<file path="config.mk">
export PLATFORM = sky130hd
export DESIGN_NAME = isa_cov_monitor
export DESIGN_NICKNAME = d
export VERILOG_FILES = /design/src/hw/isa_cov_pkg.sv /design/src/hw/insn_classifier.sv /design/src/hw/hit_counter_bank.sv /design/src/hw/cov_csr_axil.sv /design/src/hw/isa_cov_monitor.sv
export SDC_FILE = /design/constraint.sdc
export NUM_CORES = 1
export LEC_CHECK = 0
export BUFFER_PORTS_ARGS = -buffer_cell sky130_fd_sc_hd__buf_4
export CAP_MARGIN = 10
export CORE_MARGIN = 2
export CORE_UTILIZATION = 56
export CTS_CLUSTER_DIAMETER = 40
export CTS_CLUSTER_SIZE = 16
export DETAILED_ROUTE_END_ITERATION = 7
export GPL_ROUTABILITY_DRIVEN = 0
export PLACE_DENSITY = 0.76
export SLEW_MARGIN = 20
export SYNTH_ARGS = -nofsm -noshare
export SYNTH_HDL_FRONTEND = slang
export SYNTH_SLANG_ARGS = --single-unit
</file>
<file path="constraint.sdc">
create_clock -name i_clk -period 3.49 [get_ports i_clk]
set_input_delay 0.8725 -clock i_clk [delete_from_list [all_inputs] [get_ports i_clk]]
set_output_delay 0.8725 -clock i_clk [all_outputs]
set_load 0.02 [all_outputs]
</file>
<file path="src/hw/isa_cov_pkg.sv">
package isa_cov_pkg;

    // ----------------------------------------
    // RISC-V major opcodes, bits 6:0
    // ----------------------------------------
    localparam logic [6:0] OPC_LUI       = 7'b0110111;
    localparam logic [6:0] OPC_AUIPC     = 7'b0010111;
    localparam logic [6:0] OPC_JAL       = 7'b1101111;
    localparam logic [6:0] OPC_JALR      = 7'b1100111;
    localparam logic [6:0] OPC_BRANCH    = 7'b1100011;
    localparam logic [6:0] OPC_LOAD      = 7'b0000011;
    localparam logic [6:0] OPC_STORE     = 7'b0100011;
    localparam logic [6:0] OPC_OP_IMM    = 7'b0010011;
    localparam logic [6:0] OPC_OP_IMM_32 = 7'b0011011; // RV64 word ops
    localparam logic [6:0] OPC_OP        = 7'b0110011;
    localparam logic [6:0] OPC_OP_32     = 7'b0111011;
    localparam logic [6:0] OPC_AMO       = 7'b0101111;
    localparam logic [6:0] OPC_MISC_MEM  = 7'b0001111; // FENCE, FENCE.I
    localparam logic [6:0] OPC_SYSTEM    = 7'b1110011;

    // Funct7, bits 31:25
    localparam logic [6:0] F7_BASE   = 7'b0000000;
    localparam logic [6:0] F7_ALT    = 7'b0100000; // SUB / SRA
    localparam logic [6:0] F7_MULDIV = 7'b0000001; // M extension

    // Instruction classes, one counter each
    typedef enum logic [3:0] {
        CLS_OTHER     = 4'd0,
        CLS_LUI       = 4'd1,
        CLS_AUIPC     = 4'd2,
        CLS_JAL       = 4'd3,
        CLS_JALR      = 4'd4,
        CLS_BRANCH    = 4'd5,
        CLS_LOAD      = 4'd6,
        CLS_STORE     = 4'd7,
        CLS_OP_IMM    = 4'd8,
        CLS_OP_IMM_32 = 4'd9,
        CLS_OP        = 4'd10,
        CLS_OP_32     = 4'd11,
        CLS_MULDIV    = 4'd12,
        CLS_AMO       = 4'd13,
        CLS_MISC_MEM  = 4'd14,
        CLS_SYSTEM    = 4'd15
    } class_t;

    localparam int NUM_CLASSES = 16;
    localparam int CNT_W       = 32;

    // Counter read index, 16 selects the total
    typedef logic [4:0] rd_idx_t;
    localparam rd_idx_t IDX_TOTAL = rd_idx_t'(NUM_CLASSES);

    // ----------------------------------------
    // AXI4-Lite register map
    // ----------------------------------------
    localparam int AXI_ADDR_W = 8;
    localparam int AXI_DATA_W = 32;

    localparam logic [AXI_ADDR_W-1:0] ADDR_TOTAL = 8'h40;
    localparam logic [AXI_ADDR_W-1:0] ADDR_CTRL  = 8'h44; // bit 0 clears

    localparam logic [1:0] RESP_OKAY   = 2'b00;
    localparam logic [1:0] RESP_SLVERR = 2'b10;

endpackage

</file>
<file path="src/hw/insn_classifier.sv">
module insn_classifier
    import isa_cov_pkg::*;
(
    input  logic        i_clk,
    input  logic        i_rst_n,
    input  logic        i_valid,
    input  logic [31:0] i_insn,
    output logic        o_hit,
    output class_t      o_class
);

    logic [6:0] opcode;
    logic [6:0] funct7;
    class_t     cls_next;

    assign opcode = i_insn[6:0];
    assign funct7 = i_insn[31:25];

    // ----------------------------------------
    // Opcode / funct7 decode
    // ----------------------------------------
    always_comb begin
        case (opcode)
            OPC_LUI:       cls_next = CLS_LUI;
            OPC_AUIPC:     cls_next = CLS_AUIPC;
            OPC_JAL:       cls_next = CLS_JAL;
            OPC_JALR:      cls_next = CLS_JALR;
            OPC_BRANCH:    cls_next = CLS_BRANCH;
            OPC_LOAD:      cls_next = CLS_LOAD;
            OPC_STORE:     cls_next = CLS_STORE;
            OPC_OP_IMM:    cls_next = CLS_OP_IMM;
            OPC_OP_IMM_32: cls_next = CLS_OP_IMM_32;
            OPC_AMO:       cls_next = CLS_AMO;
            OPC_MISC_MEM:  cls_next = CLS_MISC_MEM;
            OPC_SYSTEM:    cls_next = CLS_SYSTEM;
            OPC_OP: begin
                // Register-register ops split on funct7
                if (funct7 == F7_MULDIV) begin
                    cls_next = CLS_MULDIV;
                end else if (funct7 == F7_BASE || funct7 == F7_ALT) begin
                    cls_next = CLS_OP;
                end else begin
                    cls_next = CLS_OTHER;
                end
            end
            OPC_OP_32: begin
                // MULW/DIVW etc. land in the same M bucket
                if (funct7 == F7_MULDIV) begin
                    cls_next = CLS_MULDIV;
                end else if (funct7 == F7_BASE || funct7 == F7_ALT) begin
                    cls_next = CLS_OP_32;
                end else begin
                    cls_next = CLS_OTHER;
                end
            end
            default:       cls_next = CLS_OTHER; // Unknown or reserved
        endcase
    end

    // ----------------------------------------
    // Output register, one cycle after commit
    // ----------------------------------------
    always_ff @(posedge i_clk or negedge i_rst_n) begin
        if (!i_rst_n) begin
            o_hit   <= 1'b0;
            o_class <= CLS_OTHER;
        end else begin
            o_hit <= i_valid;
            if (i_valid) begin
                o_class <= cls_next; // Holds otherwise
            end
        end
    end

endmodule

</file>
<file path="src/hw/hit_counter_bank.sv">
module hit_counter_bank
    import isa_cov_pkg::*;
(
    input  logic             i_clk,
    input  logic             i_rst_n,
    input  logic             i_hit,
    input  class_t           i_class,
    input  logic             i_clear,
    input  rd_idx_t          i_rd_idx,
    output logic [CNT_W-1:0] o_rd_data
);

    logic [CNT_W-1:0] cnt_q [NUM_CLASSES];
    logic [CNT_W-1:0] total_q;

    // ----------------------------------------
    // Saturating counters
    // ----------------------------------------
    always_ff @(posedge i_clk or negedge i_rst_n) begin
        if (!i_rst_n) begin
            for (int i = 0; i < NUM_CLASSES; i++) begin
                cnt_q[i] <= '0;
            end
            total_q <= '0;
        end else if (i_clear) begin
            // Clear beats a hit in the same cycle
            for (int i = 0; i < NUM_CLASSES; i++) begin
                cnt_q[i] <= '0;
            end
            total_q <= '0;
        end else if (i_hit) begin
            if (cnt_q[i_class] != '1) begin
                cnt_q[i_class] <= cnt_q[i_class] + 1'b1;
            end
            if (total_q != '1) begin
                total_q <= total_q + 1'b1; // Stick at all ones
            end
        end
    end

    // Read mux
    always_comb begin
        if (i_rd_idx == IDX_TOTAL) begin
            o_rd_data = total_q;
        end else if (i_rd_idx < IDX_TOTAL) begin
            o_rd_data = cnt_q[i_rd_idx[3:0]];
        end else begin
            o_rd_data = '0; // Out of range
        end
    end

endmodule

</file>
<file path="src/hw/cov_csr_axil.sv">
module cov_csr_axil
    import isa_cov_pkg::*;
(
    input  logic                  i_clk,
    input  logic                  i_rst_n,

    // Write address / data / response
    input  logic                  i_awvalid,
    input  logic [AXI_ADDR_W-1:0] i_awaddr,
    output logic                  o_awready,
    input  logic                  i_wvalid,
    input  logic [AXI_DATA_W-1:0] i_wdata,
    input  logic [3:0]            i_wstrb,
    output logic                  o_wready,
    output logic                  o_bvalid,
    output logic [1:0]            o_bresp,
    input  logic                  i_bready,

    // Read address / data
    input  logic                  i_arvalid,
    input  logic [AXI_ADDR_W-1:0] i_araddr,
    output logic                  o_arready,
    output logic                  o_rvalid,
    output logic [AXI_DATA_W-1:0] o_rdata,
    output logic [1:0]            o_rresp,
    input  logic                  i_rready,

    // Counter bank side
    output logic                  o_clear,
    output rd_idx_t               o_rd_idx,
    input  logic [CNT_W-1:0]      i_rd_data
);

    logic                  wr_hs;
    logic                  rd_hs;
    logic                  rd_mapped;
    logic                  bvalid_q;
    logic                  rvalid_q;
    logic [AXI_DATA_W-1:0] rdata_q;
    logic [1:0]            rresp_q;

    // ----------------------------------------
    // Write channel
    // ----------------------------------------
    // Address and data are taken in the same cycle
    assign wr_hs     = i_awvalid && i_wvalid && !bvalid_q;
    assign o_awready = wr_hs;
    assign o_wready  = wr_hs;

    // Only CTRL bit 0 does anything
    assign o_clear = wr_hs && (i_awaddr == ADDR_CTRL) && i_wstrb[0] && i_wdata[0];

    always_ff @(posedge i_clk or negedge i_rst_n) begin
        if (!i_rst_n) begin
            bvalid_q <= 1'b0;
        end else if (wr_hs) begin
            bvalid_q <= 1'b1;
        end else if (i_bready) begin
            bvalid_q <= 1'b0;
        end
    end

    assign o_bvalid = bvalid_q;
    assign o_bresp  = RESP_OKAY; // Writes never fail

    // ----------------------------------------
    // Read channel
    // ----------------------------------------
    assign o_arready = !rvalid_q;
    assign rd_hs     = i_arvalid && !rvalid_q;

    // Word aligned, 0x00 up to and including ADDR_TOTAL
    assign rd_mapped = (i_araddr[1:0] == 2'b00) && (i_araddr <= ADDR_TOTAL);
    assign o_rd_idx  = rd_idx_t'(i_araddr[6:2]);

    always_ff @(posedge i_clk or negedge i_rst_n) begin
        if (!i_rst_n) begin
            rvalid_q <= 1'b0;
            rdata_q  <= '0;
            rresp_q  <= RESP_OKAY;
        end else if (rd_hs) begin
            rvalid_q <= 1'b1;
            if (rd_mapped) begin
                rdata_q <= i_rd_data; // Snapshot at handshake
                rresp_q <= RESP_OKAY;
            end else begin
                rdata_q <= '0;
                rresp_q <= RESP_SLVERR;
            end
        end else if (i_rready) begin
            rvalid_q <= 1'b0; // Data stays put
        end
    end

    assign o_rvalid = rvalid_q;
    assign o_rdata  = rdata_q;
    assign o_rresp  = rresp_q;

endmodule

</file>
<file path="src/hw/isa_cov_monitor.sv">
module isa_cov_monitor
    import isa_cov_pkg::*;
(
    input  logic                  i_clk,
    input  logic                  i_rst_n,

    // Commit port
    input  logic                  i_commit_valid,
    input  logic [31:0]           i_commit_insn,

    // AXI4-Lite slave
    input  logic                  i_awvalid,
    input  logic [AXI_ADDR_W-1:0] i_awaddr,
    output logic                  o_awready,
    input  logic                  i_wvalid,
    input  logic [AXI_DATA_W-1:0] i_wdata,
    input  logic [3:0]            i_wstrb,
    output logic                  o_wready,
    output logic                  o_bvalid,
    output logic [1:0]            o_bresp,
    input  logic                  i_bready,
    input  logic                  i_arvalid,
    input  logic [AXI_ADDR_W-1:0] i_araddr,
    output logic                  o_arready,
    output logic                  o_rvalid,
    output logic [AXI_DATA_W-1:0] o_rdata,
    output logic [1:0]            o_rresp,
    input  logic                  i_rready
);

    logic             hit;
    class_t           hit_class;
    logic             clear;
    rd_idx_t          rd_idx;
    logic [CNT_W-1:0] rd_data;

    // ----------------------------------------
    // Decode, count, register access
    // ----------------------------------------
    insn_classifier insn_classifier_i (
        .i_clk   (i_clk),
        .i_rst_n (i_rst_n),
        .i_valid (i_commit_valid),
        .i_insn  (i_commit_insn),
        .o_hit   (hit),
        .o_class (hit_class)
    );

    hit_counter_bank hit_counter_bank_i (
        .i_clk     (i_clk),
        .i_rst_n   (i_rst_n),
        .i_hit     (hit),
        .i_class   (hit_class),
        .i_clear   (clear),
        .i_rd_idx  (rd_idx),
        .o_rd_data (rd_data)
    );

    cov_csr_axil cov_csr_axil_i (
        .i_clk     (i_clk),
        .i_rst_n   (i_rst_n),
        .i_awvalid (i_awvalid),
        .i_awaddr  (i_awaddr),
        .o_awready (o_awready),
        .i_wvalid  (i_wvalid),
        .i_wdata   (i_wdata),
        .i_wstrb   (i_wstrb),
        .o_wready  (o_wready),
        .o_bvalid  (o_bvalid),
        .o_bresp   (o_bresp),
        .i_bready  (i_bready),
        .i_arvalid (i_arvalid),
        .i_araddr  (i_araddr),
        .o_arready (o_arready),
        .o_rvalid  (o_rvalid),
        .o_rdata   (o_rdata),
        .o_rresp   (o_rresp),
        .i_rready  (i_rready),
        .o_clear   (clear),
        .o_rd_idx  (rd_idx),
        .i_rd_data (rd_data)
    );

endmodule

</file>
# Word level (Yosys, flattened, before mapping)
# Index checks and enable logic that the tools add are counted.
# totals
ff_bits,585
inputBits,92
output_inout_bits,41
word_cells,100
# op_classes
n_addsub,2
n_lt_le_gt_ge,5
eq_ne,20
n_mux,28
n_bitwise,2
reduce_logical,20
# ops
operator,n
$mux 512,3
$bwmux 512,1
$mux 32,11
$bmux 32 s4,2
$demux 32 s4,1
$add 32x1->32 const B,2
$ne 32x32->1 const B,2
$pmux 4 s14,1
$eq 7x6->1 const B,6
$eq 7x7->1 const B,4
$eq 7x5->1 const B,3
$mux 4,4
$ge 5x5->1 const B,2
$not 4->5,2
$reduce_bool 2->1,5
$eq 8x7->1 const B,1
$le 8x7->1 const B,1
$logic_and 1x1->1,8
$eq 7x1->1 const B,1
$eq 7x2->1 const B,1
$eq 7x4->1 const B,1
$logic_not 7->1,1
$eq 5x5->1 const B,1
$lt 5x1->1 const B,1
other kinds (7),12

# Depth between registers and ports, before layout
# Gate-level depths: netlist (run 1).
# logic_depth
ltp_word,9
depth_mapped,14
depth_no_buf,10

# Hierarchy
# A second synthesis (run 1) with hierarchy kept.
# unflattened
hier_cells,2294
hier_area_um2,31803.0
# modules_own_cells
module,instances,cells_per_inst,area_per_inst_um2,seq_area_each_um2
hit_counter_bank,1,2089,29515.8,13613.1
cov_csr_axil,1,142,1796.7,875.8
insn_classifier,1,63,490.5,125.1

# Worst setup path before layout (run 1)
# No wires, ideal clock.
# synth_timing
path_type,reg-to-reg
from,reg insn_classifier_i.o_class[0]
to,reg hit_counter_bank_i.cnt_q[374] (netlist name)
setup_time_ns,0.121
arrival_time_ns,3.222
path_slack_ns,0.147
stages_incl_launch_ff,15
n_path_buf,4
cell_sequence,dfrtp_1 > buf_6 > mux4_1 > a22o_1 > a221oi_4 > clkbuf_1 > inv_1 > ha_1 > nand4_1 > nor4_4 > nand4_2 > buf_6 > a31oi_4 > buf_2 > a22o_1
# synth_via
elab_chain_len,9
elab_cells_between_ends,17
classes_between,add/sub: 1; order compare: 2; eq/ne: 1; mux: 9; bitwise: 1; reduce/logical: 3
# synth_rtl
item,line_no,text
start: declaration,insn_classifier.sv:9,output class_t o_class
start signal: assignment,insn_classifier.sv:70,o_class <= cls_next;
$not 4->5 (implied by the code) (*),"hit_counter_bank.sv:32, hit_counter_bank.sv:33",
$bmux 32 s4 (tied with other cells),"hit_counter_bank.sv:32, hit_counter_bank.sv:33",
$mux 32 (implied by the code) or $logic_and 1x1->1 (tied branches),"hit_counter_bank.sv:32, hit_counter_bank.sv:33",
"$mux 32, on equally long branches","hit_counter_bank.sv:32, hit_counter_bank.sv:33",
$add 32x1->32 or $demux 32 s4 (tied branches),hit_counter_bank.sv:33,cnt_q[i_class] <= cnt_q[i_class] + 1'b1;
$bwmux 512,hit_counter_bank.sv:33,
$mux 512,hit_counter_bank.sv:32,if (cnt_q[i_class] != '1) begin
$mux 512,hit_counter_bank.sv:31,end else if (i_hit) begin
$mux 512,hit_counter_bank.sv:25,end else if (i_clear) begin
end signal: indexed assignment,hit_counter_bank.sv:33,
end: declaration,hit_counter_bank.sv:13,logic [CNT_W-1:0] cnt_q [NUM_CLASSES];
# Every way passes the cells marked *; elsewhere a longest branch is shown, timed or not. The select of a mux whose other input is x is not followed.
# A chain may end at the register's enable or synchronous reset.

# Worst setup path in the final report (run 1)
# layout_timing
from,reg insn_classifier_i.o_class[0]
to,reg hit_counter_bank_i.cnt_q[479] (netlist name)
# Same word-level chain as after synthesis.

==> run_results.csv, run 1 <==
group,metric,value,unit
worst_setup_path,reg2reg_depth,13,
cells_and_area,drive_gt1_share,34.87,%
route,drtPass1Iterations,5,
floorplan,pin_count,133,
worst_setup_path,crit_top_cell,"buf_12",
floorplan,fp.coreArea,0.05392,sq mm
worst_setup_path,slowest_stage,"mux4_1",
power,power_density,505.2,mW/mm^2
floorplan,start_util,56.73,%
floorplan,die-area,0.05651,sq mm
route,dr_total_vias,23390,
worst_setup_path,reg2reg_slack,-0.04,ns
route,drt_iter0_drc,2937,
worst_setup_path,required,4.00,ns
clock_tree,cts_sinks,584,
worst_setup_path,rr_startpoint,"insn_classifier_i.o_class[0]$_DFFE_PN0P_",
logic_synthesis,synth_cell_types,65,
clock_tree,clockRootBuffer,"clkbuf_16",
worst_setup_path,crit_family,"compound AO/OA/AOI/OAI gates",
floorplan,die_h,237.7,microns
outcome,status,"complete, but fails checks",
sta,skew,0.02266,ns
sta,setup-tns-final,-0.1601,ns
global_route,overflow,0,
logic_synthesis,synth_seq_cells,584,
worst_setup_path,startpoint_type,"register",
route,vias_per_cell,7.620,
logic_synthesis,yosys_warnings,0,
placed_design,port_buffers,77,
worst_setup_path,path_class,"register to register",
floorplan,die_w,237.7,microns
cells_and_area,layout_commonest_cell,"dfrtp_1",
logic_synthesis,ys.flop_type,"dfrtp_1",
sta,fin_ws,-0.04313,ns
logic_synthesis,async_reset_ff_share,100.0,%
power,power_leakage,16.26,nW
clock_tree,clk_latency,0.64,ns
placed_design,placement.cell_area,0.03357,sq mm
sta,worstMarginPinSlew,1.025,ns
global_route,antenna_found_initial,1,
sta,relSlewSlack,31.13,%
worst_setup_path,rr_endpoint,"hit_counter_bank_i.cnt_q[479]$_DFFE_PN0P_",
logic_synthesis,synth_edf_count,0,
cells_and_area,final_cell_area,0.03695,sq mm
global_route,grt_pass1_wl,153000,microns
placed_design,place_ws,-0.2024,ns
cells_and_area,final_nets,2397,
sta,clock.fmax,0.2830,GHz
clock_tree,numCtsBuffers,84,
worst_setup_path,arrival,4.04,ns
cells_and_area,fillers,3420,
clock_tree,htreeDepth,3,
global_route,grt_pass1_vias,24600,
route,antenna_left,0,
cells_and_area,area_delta_synth_final,20.79,%
clock_tree,clk_path_buf_depth,3,
sta,fin_crit_sh,101.2,%
route,wl_per_cell,32.91,microns
worst_setup_path,crit_chain,"buf_12, buf_12, mux4_1, a22oi_2, nand2_2, nand4_2, buf_4, nor4_4, buf_12, and2_1, a221o_1, buf_12, a32o_1",
cells_and_area,final_cell_mix,"581 x dfrtp_1, 482 x a22o_1, 279 x mux4_2",
global_route,grt_max_degree,82,
power,ir_drop,0.0003600,V
worst_setup_path,cpPeakStageDelay,0.64,ns
outcome,violations,"setup timing",
flow_run,max_cap_violations,0,
sta,fin_crit,3.533,ns
clock_tree,clkTransAtPathRegs,0.06,ns
worst_setup_path,critPathBufInv,5,
worst_setup_path,critPathMaxFanout,17,
logic_synthesis,synth_cells,2163,
clock_tree,cts_tree,"done",
sta,final_hold_viol_count,0,
sta,final-setup-viol-count,12,
sta,slew_violations,0,
route,finalWirelength,101000,microns
placed_design,post-dp-hpwl,60890,microns
logic_synthesis,syn_avg_cell_area,14.14,sq um
worst_setup_path,endpoint_kind,"register",
floorplan,rows,85,
min_path,worstHoldPathType,"input pin to asynchronous set/reset pin",
sta,rsz0062_at_grt,"true",
sta,fin_hold_ws,0.2604,ns
logic_synthesis,yosysSeqAreaShare,47.77,%
global_route,grt_usage,36.42,%
logic_synthesis,syn_area,0.03059,sq mm
route,drc,0,
-- registers in the layout, summed over array words and instances (netlist names) --
signal and count:
hit_counter_bank_i.cnt_q 512, cov_csr_axil_i.o_bvalid 1, cov_csr_axil_i.o_rresp 1, insn_classifier_i.o_class 4
cov_csr_axil_i.o_rvalid 1, hit_counter_bank_i.total_q 32, insn_classifier_i.o_hit 1, cov_csr_axil_i.o_rdata 32
-- cells by family (layout without fill, tap and decap cells) --
| family | Yosys count | count (layout) | synth area share, % |
|---|---|---|---|
| simple gates | 283 | 283 | 4.700 |
| buf+inv | 254 | 461 | 4.454 |
| compound gates | 678 | 678 | 19.29 |
| xor+xnor | 58 | 58 | 1.783 |
| mux | 303 | 303 | 21.90 |
| fa+ha+maj | 2 | 2 | 0.08179 |
| flops | 584 | 584 | 47.77 |
| other cells | 1 | 5 | 0.01226 |
-- routing by layer --
metal	up-vias	wire length (microns)	part of all wire [%]	GRT usage (%)
li1	9018	-	-	-
met1	12070	34470	34	45.07
met2	1838	46290	46	55.23
met3	471	14090	14	13.87
met4	0	6189	6.1	20.70
met5	-	0	0	0.3463
-- synthesized netlist by cell type (3+ instances only) --
master | count | share of area, %
xor2_1 | 25 | 0.72
o2bb2ai_2 | 10 | 0.49
nand4_1 | 17 | 0.35
buf_6 | 14 | 0.52
and2_1 | 5 | 0.10
and3_1 | 6 | 0.12
nand2b_1 | 3 | 0.061
buf_8 | 3 | 0.15
nand2_1 | 104 | 1.3
dfrtp_1 | 584 | 48
a31oi_1 | 3 | 0.061
nor2b_1 | 23 | 0.47
mux2i_1 | 12 | 0.39
mux4_1 | 10 | 0.86
nor3_1 | 17 | 0.28
buf_2 | 101 | 1.7
buf_1 | 21 | 0.26
buf_4 | 33 | 0.81
nor4_1 | 4 | 0.082
nand3_1 | 23 | 0.38
xnor2_2 | 5 | 0.27
o21ai_0 | 39 | 0.64
nand4b_1 | 3 | 0.086
a21oi_1 | 12 | 0.20
mux4_2 | 279 | 21
inv_1 | 8 | 0.098
xnor2_1 | 28 | 0.80
a22o_1 | 482 | 14
clkbuf_1 | 72 | 0.88
nor3b_1 | 3 | 0.074
o2bb2ai_1 | 6 | 0.17
a32o_1 | 15 | 0.49
nor2_1 | 55 | 0.67
or3_1 | 3 | 0.061
a31oi_4 | 14 | 0.97
a22oi_1 | 84 | 2.1
-- where the power goes --
| group | internal (W) | total [W] | leakage, nW | switching [W] |
|---|---|---|---|---|
| registers | 0.00713 | 0.00748 | 8.06 | 0.000348 |
| logic | 0.00109 | 0.00236 | 6.78 | 0.00127 |
| clock network | 0.00527 | 0.00883 | 1.42 | 0.00356 |
-- stage by stage --
stage	total power, W	cells	util, %
2_1_floorplan	0.008914	2165	-
3_3_place_gp	0.009767	2900	62.21
3_5_place_dp	0.009844	2900	62.27
4_1_cts	0.01867	3066	68.18
5_1_grt	0.01916	3068	68.52
6_report	0.01867	3070	68.53
-- worst max path at each step --
stage | end | slack (ns) | cells past startpoint | startpoint
after global routing | hit_counter_bank_i.cnt_q[492]$_DFFE_PN0P_ | -0.09 | 10 | insn_classifier_i.o_class[1]$_DFFE_PN0P_
after global placement | hit_counter_bank_i.cnt_q[299]$_DFFE_PN0P_ | -0.1 | 9 | insn_classifier_i.o_class[0]$_DFFE_PN0P_
after detailed placement | hit_counter_bank_i.cnt_q[281]$_DFFE_PN0P_ | -0.20 | 12 | insn_classifier_i.o_class[0]$_DFFE_PN0P_
after CTS | hit_counter_bank_i.cnt_q[479]$_DFFE_PN0P_ | 0.004 | 13 | insn_classifier_i.o_class[0]$_DFFE_PN0P_
final | hit_counter_bank_i.cnt_q[479]$_DFFE_PN0P_ | -0.04 | 13 | insn_classifier_i.o_class[0]$_DFFE_PN0P_
after floorplan | hit_counter_bank_i.cnt_q[374]$_DFFE_PN0P_ | 0.15 | 14 | insn_classifier_i.o_class[0]$_DFFE_PN0P_
-- repair_timing --
action / 4_1_cts / 5_1_grt
setup buffers: 10 / 1
gates cloned: 1 / 1
resized for setup: 17 / 28
endpoints found under the setup margin: 381 / 435
hold buffers: 0 / 0
pin swaps: 3 / 4
-- final cells by class --
| class | instances | area, sq um | share of cell area, % |
|---|---|---|---|
| Inverter | 8 | 30.03 | 0.08127 |
| Clock buffer | 92 | 2182 | 5.906 |
| Clock inverter | 63 | 758.2 | 2.052 |
| Timing Repair Buffer | 298 | 3440 | 9.309 |
| Sequential cell | 584 | 14620 | 39.58 |
| Antenna cell | 2 | 5.005 | 0.01355 |
| Multi-Input combinational cell | 1327 | 15040 | 40.71 |
| Tap cell | 696 | 870.8 | 2.357 |
-- worst register-to-register path, delay by kind of cell (launching register included) --
family / cells / cell delay, ns
multiplexers: 1 / 0.65
buffers and inverters: 5 / 0.84
AND/OR/NAND/NOR: 4 / 0.54
flip-flops: 1 / 0.47
AO/OA/AOI/OAI: 3 / 0.93
(Power assumes the default switching activity.)
==> inputs of run 2 (changes only) <==
--- a/config.mk
+++ b/config.mk
@@ -8,12 +8,11 @@
 export BUFFER_PORTS_ARGS = -buffer_cell sky130_fd_sc_hd__buf_4
 export CAP_MARGIN = 10
 export CORE_MARGIN = 2
-export CORE_UTILIZATION = 56
+export CORE_UTILIZATION = 25
 export CTS_CLUSTER_DIAMETER = 40
 export CTS_CLUSTER_SIZE = 16
 export DETAILED_ROUTE_END_ITERATION = 7
 export GPL_ROUTABILITY_DRIVEN = 0
-export PLACE_DENSITY = 0.76
 export SLEW_MARGIN = 20
 export SYNTH_ARGS = -nofsm -noshare
 export SYNTH_HDL_FRONTEND = slang
==> run_results.csv, run 2 (same netlist as run 1, synthesis figures left out) <==
group,metric,value,unit
outcome,status,"complete, but fails checks",
outcome,violations,"setup timing",
cells_and_area,area_delta_synth_final,27.23,%
sta,final_hold_viol_count,0,
route,drc,0,
cells_and_area,seq_area,0.01462,sq mm
sta,fin_hold_ws,0.2575,ns
route,wl_per_cell,26.57,microns
global_route,grt_pass1_wl,159500,microns
power,power_density,495.3,mW/mm^2
global_route,antenna_found_initial,2,
sta,skew,0.02608,ns
cells_and_area,final_cell_mix,"581 x dfrtp_1, 482 x a22o_1, 281 x mux4_2",
clock_tree,numCtsBuffers,87,
sta,fin_crit_sh,100.5,%
sta,fin_crit,3.507,ns
sta,relSlewSlack,37.85,%
sta,worstMarginPinSlew,0.9323,ns
worst_setup_path,critPathMaxFanout,9,
global_route,grt_usage,16.92,%
route,drt_iter0_drc,2284,
worst_setup_path,endpoint_kind,"register",
worst_setup_path,required,4.02,ns
floorplan,fp.coreArea,0.1216,sq mm
sta,final-setup-viol-count,11,
sta,slew_violations,0,
global_route,grt_max_degree,74,
worst_setup_path,cpPeakStageDelay,0.57,ns
route,drtPass1Iterations,5,
clock_tree,htreeDepth,3,
cells_and_area,largest_register,"hit_counter_bank_i.cnt_q",
sta,rsz0062_at_grt,"true",
worst_setup_path,path_class,"register to register",
route,finalWirelength,108100,microns
cells_and_area,n_antenna_cell,0,
clock_tree,clk_path_buf_depth,3,
power,ir_drop,0.0005408,V
floorplan,die_w,353.8,microns
global_route,grt_pass1_vias,23240,
clock_tree,clk_latency,0.65,ns
clock_tree,cts_tree,"done",
cells_and_area,multi_input_area,0.01493,sq mm
floorplan,start_util,25.16,%
worst_setup_path,crit_top_cell,"buf_12",
worst_setup_path,slowest_stage,"dfrtp_4",
floorplan,rows,128,
route,antenna_left,0,
cells_and_area,layout_commonest_cell,"dfrtp_1",
sta,clock.fmax,0.2851,GHz
floorplan,pin_count,133,
cells_and_area,fillers,11870,
route,vias_per_cell,5.581,
cells_and_area,final_nets,2465,
clock_tree,clockRootBuffer,"clkbuf_16",
cells_and_area,largest_reg_flops,512,
route,dr_total_vias,22700,
min_path,worstHoldPathType,"input pin to asynchronous set/reset pin",
worst_setup_path,critPathBufInv,7,
clock_tree,cts_sinks,584,
floorplan,die-area,0.1252,sq mm
clock_tree,clkTransAtPathRegs,0.06,ns
floorplan,die_h,353.8,microns
power,power_leakage,16.78,nW
global_route,overflow,0,
worst_setup_path,startpoint_type,"register",
placed_design,port_buffers,77,
worst_setup_path,crit_family,"buffers and inverters",
worst_setup_path,arrival,4.04,ns
sta,fin_ws,-0.01719,ns
cells_and_area,drive_gt1_share,36.47,%
sta,setup-tns-final,-0.09895,ns
placed_design,post-dp-hpwl,66850,microns
flow_run,max_cap_violations,0,
worst_setup_path,crit_chain,"buf_12, buf_4, mux4_2, a22o_1, a221oi_4, inv_2, ha_4, nand4_1, nor4_4, buf_4, nand4_4, buf_12, a31oi_4, buf_12, clkbuf_16, a22o_1",
-- run 2: final timing paths --
kind                                                          start                                   endpoint  slack [ns]  depth (start not counted)
max                        insn_classifier_i.o_class[1]$_DFFE_PN0P_  hit_counter_bank_i.cnt_q[434]$_DFFE_PN0P_       -0.02                         16
min                                                         i_rst_n   hit_counter_bank_i.cnt_q[81]$_DFFE_PN0P_        0.26                          1
max reg2reg                insn_classifier_i.o_class[1]$_DFFE_PN0P_  hit_counter_bank_i.cnt_q[434]$_DFFE_PN0P_       -0.02                         16
min reg2reg                   cov_csr_axil_i.o_rdata[5]$_DFFE_PN0P_      cov_csr_axil_i.o_rdata[5]$_DFFE_PN0P_        0.48                          2
max in group asynchronous                                   i_rst_n  hit_counter_bank_i.cnt_q[355]$_DFFE_PN0P_        2.39                          2
min in group i_clk                                         i_bready        cov_csr_axil_i.o_bvalid$_DFFE_PN0P_        0.42                          2
-- run 2: report_power, final --
part           internal, W  switching (W)  total [W]
Sequential         0.00713       0.000328    0.00746
Clock              0.00561        0.00370    0.00931
Combinational      0.00118        0.00133    0.00251
Total               0.0139        0.00536     0.0193
-- run 2: cell type report --
class | count | area share [%]
Clock inverter | 63 | 2.061
Tap cell | 1625 | 5.224
Multi-Input combinational cell | 1327 | 38.37
Sequential cell | 584 | 37.57
Timing Repair Buffer | 363 | 10.77
Clock buffer | 98 | 5.935
Inverter | 8 | 0.07716
-- run 2: repair_timing --
item	CTS	global route
pin swaps	0	49
cloned	0	7
buffers inserted	6	8
gates resized for setup	13	40
hold buffers	0	0
setup endpoints to repair	463	495
-- run 2: metal layers --
layer / GRT usage [%] / wire length, microns / part of all wire, %
met1: 22.97 / 43580 / 40
met2: 26.36 / 49540 / 46
met3: 3.840 / 10950 / 10
met4: 6.281 / 3982 / 3.7
met5: 0 / 30 / 0.028
-- run 2: per-stage QoR --
step / power (W) / setup WS (ns) / area, sq um / std cells / utilization, %
floorplan: 0.008914 / 0.1467 / 30600 / 2165 / -
global placement: 0.009946 / -0.1108 / 35250 / 3886 / 29.00
detailed placement: 0.009981 / -0.1219 / 35260 / 3886 / 29.01
CTS: 0.01929 / -0.03672 / 38500 / 4053 / 31.68
global route: 0.01988 / -0.08697 / 38920 / 4068 / 32.02
finish: 0.01928 / -0.01719 / 38920 / 4068 / 32.02
